--- src/hw/dec_pkg.sv ---
//*********************************************************************
// Shared widths, FP opcodes and packet types for the register read
// and retire trace path of the dual-slot decode unit.
// RTL modules import it with a wildcard in the body and use scoped
// names in their port lists.
//*********************************************************************
`default_nettype none

package dec_pkg;

   localparam int XLEN     = 64;                    // register data width
   localparam int REG_AW   = 5;                     // register index width
   localparam int NUM_REGS = 32;                    // entries per file

   //*********************************************************************
   // opcodes that put slot i0 on the fp file
   //*********************************************************************
   localparam logic [6:0] OPC_OP_FP  = 7'b1010011;  // fadd, fmul, fsgnj ...
   localparam logic [6:0] OPC_FMADD  = 7'b1000011;  // fused, reads rs3
   localparam logic [6:0] OPC_FMSUB  = 7'b1000111;
   localparam logic [6:0] OPC_FNMSUB = 7'b1001011;
   localparam logic [6:0] OPC_FNMADD = 7'b1001111;

   typedef logic [REG_AW-1:0] reg_addr_t;

   // R-type view
   typedef struct packed {
      logic [6:0] funct7;
      reg_addr_t  rs2;
      reg_addr_t  rs1;
      logic [2:0] funct3;
      reg_addr_t  rd;
      logic [6:0] opcode;
   } instr_r_t;

   // R4-type view, rs3 sits where funct7 was
   typedef struct packed {
      reg_addr_t  rs3;
      logic [1:0] fmt;                              // fp format
      reg_addr_t  rs2;
      reg_addr_t  rs1;
      logic [2:0] funct3;
      reg_addr_t  rd;
      logic [6:0] opcode;
   } instr_r4_t;

   typedef union packed {
      instr_r_t  r;
      instr_r4_t r4;
   } instr_u;

   typedef struct packed {
      logic        valid;                           // slot holds an instruction
      instr_u      instr;
      logic [63:1] pc;                              // pc bit 0 is implied zero
   } dec_slot_t;

   typedef struct packed {
      logic            wen;
      reg_addr_t       waddr;
      logic [XLEN-1:0] wdata;
   } dec_wr_t;

   typedef struct packed {
      logic      ren;
      reg_addr_t raddr;
   } dec_rd_t;

   typedef struct packed {
      logic [XLEN-1:0] rs1;
      logic [XLEN-1:0] rs2;
      logic [XLEN-1:0] rs3;                         // fused fp only
   } dec_ops_t;

   typedef struct packed {
      logic        i0_valid;
      logic        i1_valid;
      logic        i0_exc;
      logic        i1_exc;
      logic        int_valid;                       // interrupt taken
      logic [4:0]  cause;
      logic [63:0] tval;
      logic [31:0] i0_instr;
      logic [31:0] i1_instr;
      logic [63:1] i0_pc;
      logic [63:1] i1_pc;
   } dec_retire_t;

   typedef struct packed {
      logic [95:0]  insn;                           // three 32b lanes
      logic [191:0] address;                        // three 64b lanes
      logic [2:0]   valid;
      logic [2:0]   exception;
      logic [4:0]   ecause;
      logic [2:0]   interrupt;
      logic [63:0]  tval;
   } trace_pkt_t;

endpackage

`default_nettype wire

--- src/hw/dec_trace_pack.sv ---
//*********************************************************************
// Retire trace packet builder.
// Registers the retire information at wb into wb1 and packs the
// three-lane trace packet from the wb1 copies, one cycle after wb.
//*********************************************************************
`timescale 1ns/100ps
`default_nettype none

module dec_trace_pack (
   input  logic                clk,
   input  logic                arst_n,
   input  dec_pkg::dec_retire_t retire,   // retire info at wb
   output dec_pkg::trace_pkt_t  trace     // trace packet at wb1
);

   import dec_pkg::*;

   logic            i0_valid_wb1;
   logic            i1_valid_wb1;
   logic            i0_exc_wb1;
   logic            i1_exc_wb1;
   logic            int_valid_wb1;
   logic [4:0]      cause_wb1;
   logic [XLEN-1:0] tval_wb1;
   logic [31:0]     i0_instr_wb1;
   logic [31:0]     i1_instr_wb1;
   logic [63:1]     i0_pc_wb1;
   logic [63:1]     i1_pc_wb1;

   //*********************************************************************
   // wb to wb1
   //*********************************************************************
   always_ff @(posedge clk or negedge arst_n) begin
      if (!arst_n) begin
         i0_valid_wb1  <= 1'b0;
         i1_valid_wb1  <= 1'b0;
         i0_exc_wb1    <= 1'b0;
         i1_exc_wb1    <= 1'b0;
         int_valid_wb1 <= 1'b0;
      end else begin
         i0_valid_wb1  <= retire.i0_valid;
         i1_valid_wb1  <= retire.i1_valid;
         i0_exc_wb1    <= retire.i0_exc;
         i1_exc_wb1    <= retire.i1_exc;
         int_valid_wb1 <= retire.int_valid;
      end
   end

   always_ff @(posedge clk) begin
      cause_wb1    <= retire.cause;
      tval_wb1     <= retire.tval;
      i0_instr_wb1 <= retire.i0_instr;
      i1_instr_wb1 <= retire.i1_instr;
      i0_pc_wb1    <= retire.i0_pc;
      i1_pc_wb1    <= retire.i1_pc;
   end

   //*********************************************************************
   // packet, lane 2 carries the interrupt only
   //*********************************************************************
   assign trace.insn      = {32'b0, i1_instr_wb1, i0_instr_wb1};
   assign trace.address   = {64'b0, i1_pc_wb1, 1'b0, i0_pc_wb1, 1'b0};  // pc lsb is zero
   assign trace.valid     = {int_valid_wb1,                             // interrupt lane
                             i1_valid_wb1 | i1_exc_wb1,
                             i0_valid_wb1 | i0_exc_wb1};
   assign trace.exception = {int_valid_wb1, i1_exc_wb1, i0_exc_wb1};
   assign trace.ecause    = cause_wb1;                 // shared by all lanes
   assign trace.interrupt = {int_valid_wb1, 2'b0};
   assign trace.tval      = tval_wb1;                  // shared by all lanes

endmodule

`default_nettype wire

--- config.mk ---
export PLATFORM = sky130hd
export DESIGN_NAME = dec_trace_pack
export DESIGN_NICKNAME = d
export VERILOG_FILES = /design/src/hw/dec_pkg.sv /design/src/hw/dec_trace_pack.sv
export SDC_FILE = /design/constraint.sdc
export NUM_CORES = 1
export LEC_CHECK = 0
export BUFFER_PORTS_ARGS = -buffer_cell sky130_fd_sc_hd__buf_2
export CAP_MARGIN = 5
export CELL_PAD_IN_SITES_DETAIL_PLACEMENT = 0
export CELL_PAD_IN_SITES_GLOBAL_PLACEMENT = 1
export CORE_AREA = 2 2 248 250
export DETAILED_ROUTE_END_ITERATION = 7
export DIE_AREA = 0 0 250 252
export HOLD_SLACK_MARGIN = 0.12
export PLACE_DENSITY = 0.47
export SLEW_MARGIN = 5
export SYNTH_ARGS = -nofsm -noshare
export SYNTH_HDL_FRONTEND = slang
export SYNTH_SLANG_ARGS = --single-unit
--- constraint.sdc ---
create_clock -name clk -period 0.8 [get_ports clk]
set_input_delay 0.16 -clock clk [delete_from_list [all_inputs] [get_ports clk]]
set_output_delay 0.16 -clock clk [all_outputs]
set_load 0.02 [all_outputs]
Word-level counts from Yosys, hierarchy flattened
Cells that the tools add are included.
{"block": "classes", "bitwise_logic": 2}
{"op": "1-bit OR", "count": 2}
{"block": "word_totals", "out_inout_bits": 366, "wordCells": 13, "regBits": 264}

Longest topological paths before layout
Gate-level depths: netlist of the first run.
{"block": "depth", "word_depth": 1, "mapped_depth": 1, "depth_no_buf": 1}

Worst setup path after synthesis of the first run
OpenSTA, ideal clock, no wires.
{"block": "synth_path", "path_kind": "flip-flop to output port", "startpoint": "register i0_exc_wb1", "endpoint": "output trace[75] (netlist name)", "path_buffers": 0, "t_required_ps": 640, "arrival_time_ps": 647, "slack_ps": -7, "stages_incl_launch_ff": 2, "path_cell_list": "dfrtp_1 > or2_1"}
{"element": "from (decl)", "line": "dec_trace_pack.sv:20", "text": "logic i0_exc_wb1;"}
{"element": "from (signal assigned)", "line": "dec_trace_pack.sv:43", "text": "i0_exc_wb1 <= retire.i0_exc;"}
{"element": "to (decl)", "line": "dec_trace_pack.sv:13", "text": "output dec_pkg::trace_pkt_t trace"}

==> results.yml, run 1 <==
global_routing:
  grt_pass1_vias: 6194
  grt_use_total_pct: 8.148
  grt_max_degree: 16
  grt_antenna_before_repair: 21
  overflow: 0
  grt_pass1_wl_mm: 38.02
power_and_ir_drop:
  p_clk_share_pct: 40.5
  p_seq_share_pct: 44.8
  p_leak_nw: 6.789
  power.internal_mw: 24.02
  p_switching_mw: 8.048
  ir_drop_mv: 1.743
  power_density_mw_per_mm2: 2148
  combPwrFrac_pct: 14.8
  p_sw_share_pct: 25.09
detailed_routing:
  dr.pass1.iters: 4
  wl_per_cell_um: 13.75
  routed_wl_mm: 27.51
  vias: 5572
  ant_nets: 0
  drc: 0
  drt_iter0_drc: 94
  avgViaCountPerCell: 2.785
sta:
  fmax_mhz: 680.8
  setup_viol: 266
  layout_setup_ws_ns: -0.6688
  finalHoldViolCount: 0
  timing.hold.ws_ns: 0.2100
  slew_viol_final: 0
  period_minus_slack_ns: 1.469
  min_period_over_period_pct: 183.6
  rsz0062_at_grt: "yes"
yosys:
  synth_compound_area_share_pct: 0
  synth_xor_area_share_pct: 0
  synth_top_area_share_pct: 84.80
  avgSynthCellArea_um2: 16.44
  ys_ff_latch: 264
  synthTopCellsByArea: "dfxtp_1 85%, buf_4 13%, dfrtp_1 2.0%"
  netlist_instances: 372
  syn_area_mm2: 0.006115
  yosysSeqAreaShare_pct: 86.84
  muxShareOfSynthArea_pct: 0
  synth_top_family_by_area: "buffers and inverters"
  synth_cell_types: 5
  yosysWarnings: 0
  synthSimpleGateAreaFrac_pct: 0.2046
  post-synth-top-area-cell: "dfxtp_1"
  synth_adder_area_share_pct: 0
worst_setup_path:
  start_kind: "flip-flop"
  cp_num_buf_inv: 1
  path_cells: "or2_4 -> buf_6"
  critPathTopFamily: "flip-flops"
  critPathMaxStageDelay_ns: 0.38
  cp.required_ns: 0.64
  end_kind: "output pin"
  worstPathArrival_ns: 1.31
  critPathMaxFanout: 2
  slowest_stage: "dfrtp_1"
  critPathKind: "flip-flop to output pin"
die:
  num_rows: 90
  num_io_pins: 632
  coreArea_mm2: 0.06013
  die_y_um: 252
  initial_core_util_pct: 10.17
  die_area_mm2: 0.06300
  die_w_um: 250
clocking:
  clockBufferDepth: 3
  root_buffer: "clkbuf_16"
  clk_pin_slew_ns: 0.06
  cts_inserted_buffers: 30
  cts.sinks: 264
  tritoncts: "built"
  htree_levels: 1
cells_and_area:
  drive_above_1_share_pct: 68.80
  area_growth_pct: 144.2
  final_area_mm2: 0.01493
  nNetsFinal: 1463
min_path:
  min_path_type: "input pin to flip-flop"
place:
  gp_congestion: 0.7355
  pre_cts_ws_ns: -0.1114
  hpwl_mm: 19.87
  portBuffers: 531
  placed_area_mm2: 0.009339
outcome:
  violations: "setup timing"
  status: "finished, violations left"
flow_run:
  timing.max_cap.violations: 0
final cells by class:
class,instances,area (um2)
Antenna cell,1,2.502
Clock buffer,42,815.8
Clock inverter,11,107.6
Fill cell,6299,45200
Multi-Input combinational cell,102,392.9
Sequential cell,264,5635
Tap cell,782,978.4
Timing Repair Buffer,799,6997
cells in the final DEF (no fill, tap or decap), types with 3 or more instances in the layout:
cell type / n
buf_2: 266
conb_1: 100
clkinv_2: 3
buf_6: 266
clkbuf_1: 10
dfxtp_2: 259
dlygate4sd3_1: 266
clkinvlp_4: 3
clkbuf_16: 30
dfrtp_1: 4
final timing paths:
path / start / endpoint / slack (ns) / cells after the start
max in group asynchronous: arst_n / int_valid_wb1 / 0.07 / 4
max: i0_exc_wb1 / trace[75] / -0.67 / 2
min in group asynchronous: arst_n / i1_valid_wb1 / 0.58 / 4
min: retire[162] / i0_instr_wb1[4] / 0.21 / 2
cell usage after synthesis:
master and n:
dfxtp_1 259, buf_4 105, dfrtp_1 5, or2_1 2
conb_1 1
cells by family (layout without fill, tap and decap cells):
kind of cell / Yosys count / in the layout
other: 1 / 101
flip-flops: 264 / 264
buffers and inverters: 105 / 852
AND/OR/NAND/NOR: 2 / 2
flip-flops by register name, summed over array words and instances, names as in the netlist:
signal	flops
i0_exc_wb1	1
tval_wb1	64
i1_pc_wb1	63
cause_wb1	5
i0_valid_wb1	1
i1_instr_wb1	32
i1_valid_wb1	1
int_valid_wb1	1
i1_exc_wb1	1
i0_instr_wb1	32
i0_pc_wb1	63
power groups by stage:
stage / Clock [mW] / Sequential, mW / Combinational [mW]
floorplan: 0 / 15.2 / 0.832
global placement: 0 / 14.3 / 2.84
detailed placement: 0 / 14.3 / 2.84
CTS: 13.6 / 14.3 / 4.74
global route: 14.2 / 14.4 / 4.98
finish: 13.0 / 14.4 / 4.74
through the flow:
stage | cells | utilization, % | TNS, ns | power [mW]
global route | 2001 | 24.83 | -116.98 | 33.57
finish | 2001 | 24.83 | -100.63 | 32.07
global placement | 1679 | 15.53 | -0.2352 | 17.15
detailed placement | 1679 | 15.53 | -0.2137 | 17.16
CTS | 1998 | 24.78 | -115.18 | 32.68
floorplan | 471 | - | 0 | 16.07
metal layers:
layer / track usage, % / vias to the layer above / part of all wire (%)
met4: 2.703 / 18 / 3.5
met2: 14.65 / 383 / 51
met3: 3.900 / 72 / 11
met5: 0 / - / 0.46
li1: - / 2595 / -
met1: 8.264 / 2504 / 34
what timing repair did:
| item | 4_1_cts | 5_1_grt |
|---|---|---|
| buffers inserted | 0 | 1 |
| endpoints found under the hold margin | 269 | 5 |
| hold buffers | 266 | 1 |
| pin swaps | 2 | 0 |
| setup endpoints to repair | 266 | 266 |
| resized for setup | 787 | 6 |
No activity file was read; power rests on OpenSTA's default activity.
==> inputs of run 2 (changes only) <==
- CORE_AREA: 2 2 248 250 -> 2 2 243 245
- CTS_BUF_LIST: default -> sky130_fd_sc_hd__clkbuf_4 sky130_fd_sc_hd__clkbuf_8
- DIE_AREA: 0 0 250 252 -> 0 0 245 247
- PLACE_DENSITY: 0.47 -> 0.48
==> results.yml, run 2 (synthesis results as in run 1) <==
sta:
  slew_viol_final: 0
  period_minus_slack_ns: 1.483
  setup_viol: 266
  finalHoldViolCount: 0
  layout_setup_ws_ns: -0.6830
  min_period_over_period_pct: 185.4
  fmax_mhz: 674.3
  rsz0062_at_grt: "yes"
place:
  gp_congestion: 0.7867
  portBuffers: 531
  placed_area_mm2: 0.009328
  dp.cells: 1670
  hpwl_mm: 17.31
global_routing:
  grt_use_total_pct: 7.931
  grt_max_degree: 12
  grt_antenna_before_repair: 8
  grt_pass1_wl_mm: 35.41
  grt_pass1_vias: 6111
  overflow: 0
die:
  initial_core_util_pct: 10.50
  coreArea_mm2: 0.05824
  num_io_pins: 632
  num_rows: 89
  die_w_um: 245
  die_area_mm2: 0.06052
  die_y_um: 247
cells_and_area:
  nNetsFinal: 1478
  reg.largest.list: "tval_wb1 (64), i0_pc_wb1 (63), i1_pc_wb1 (63)"
  regMostFlops: "tval_wb1"
  final_area_mm2: 0.01506
  seq_area_mm2: 0.005634
  fillerInstances: 5940
  drive_above_1_share_pct: 70.20
  layoutNonFillerInstCount: 2021
  multi_input_area_um2: 392.9
  layout_common_cells: "266 x dlygate4sd3_1, 266 x buf_6, 265 x buf_2, 259 x dfxtp_2, 100 x conb_1"
  largest_reg_flops: 64
  area_growth_pct: 146.3
outcome:
  violations: "setup timing"
  status: "finished, violations left"
worst_setup_path:
  critPathKind: "flip-flop to output pin"
  start_kind: "flip-flop"
  worstPathArrival_ns: 1.32
  cp.required_ns: 0.64
  path_cells: "or2_4 -> buf_6"
  end_kind: "output pin"
  critPathMaxStageDelay_ns: 0.37
  critPathMaxFanout: 1
  slowest_stage: "dfrtp_1"
clocking:
  clockBufferDepth: 3
  clk_pin_slew_ns: 0.07
  root_buffer: "clkbuf_8"
  cts_inserted_buffers: 46
  cts.sinks: 264
  htree_levels: 2
  tritoncts: "built"
min_path:
  min_path_type: "input pin to flip-flop"
  hold_depth: 2
power_and_ir_drop:
  combPwrFrac_pct: 14.2
  p_switching_mw: 8.006
  p_seq_share_pct: 43.1
  p_clk_share_pct: 42.8
  p_leak_nw: 6.905
  p_sw_share_pct: 24.03
  power_density_mw_per_mm2: 2212
  ir_drop_mv: 1.777
  power.internal_mw: 25.31
detailed_routing:
  avgViaCountPerCell: 2.773
  drc: 0
  dr.pass1.iters: 4
  drt_iter0_drc: 58
  ant_nets: 0
  vias: 5604
  wl_per_cell_um: 12.78
  routed_wl_mm: 25.83
flow_run:
  timing.max_cap.violations: 0
run 2: changes by cell type in the layout (fill, tap and decap cells not counted), sizes merged:
cell	previous run	this run
bufinv	1	5
clkinvlp	3	1
diode	1	3
buf	533	532
clkinv	5	3
inv	2	0
clkbuf	42	72
run 2: timing repair:
action | CTS | global route
setup buffers | 1 | 0
resized for setup | 787 | 4
pin swaps | 2 | 0
hold buffers | 267 | 0
hold endpoints to repair | 269 | 0
endpoints found under the setup margin | 266 | 267
run 2: layout make-up:
type	count	share of cell area, %
timing repair buffer	798	46.42
clock inverter	9	1.146
clock buffer	72	5.956
tap	773	6.421
multi-input combinational	102	2.608
sequential	264	37.40
antenna	3	0.04984
run 2: power by group through the flow:
stage	combinational, mW	sequential, mW	clock, mW
5_1_grt	4.96	14.4	15.5
3_3_place_gp	2.84	14.3	0
2_1_floorplan	0.832	15.2	0
4_1_cts	4.70	14.3	14.9
6_report	4.71	14.4	14.2
3_5_place_dp	2.83	14.3	0
run 2: worst paths after layout:
kind	startpoint	to	slack (ns)
max	i0_valid_wb1	trace[75]	-0.68
min	retire[145]	i1_instr_wb1[19]	0.21
max in group asynchronous	arst_n	int_valid_wb1	0.05
min in group asynchronous	arst_n	i0_valid_wb1	0.53
run 2: layer usage:
layer	share of wire, %	track usage (%)	up-vias
met4	3.1	3.515	6
met2	53	14.92	394
met3	11	3.853	53
met5	0.17	0	-
li1	-	-	2631
met1	32	7.131	2520
run 2: stage by stage:
| stage | utilization, % | setup WS [ns] | hold WS, ns | setup TNS (ns) | power [mW] |
|---|---|---|---|---|---|
| 3_5_place_dp | 16.02 | -0.1072 | -0.01234 | -0.2121 | 17.15 |
| 3_3_place_gp | 16.02 | -0.1147 | -0.009656 | -0.2241 | 17.15 |
| 5_1_grt | 25.86 | -0.7903 | 0.1392 | -121.60 | 34.85 |
| 6_report | 25.86 | -0.6830 | 0.2117 | -99.50 | 33.32 |
| 2_1_floorplan | - | 0.01498 | -0.1356 | 0 | 16.07 |
| 4_1_cts | 25.86 | -0.7725 | 0.1206 | -122.63 | 33.94 |
run 2: critical path: cells and delay by family (launching register included):
family                 cells  cell delay (ns)
flip-flops                 1             0.37
AND/OR/NAND/NOR            1             0.25
buffers and inverters      1             0.13
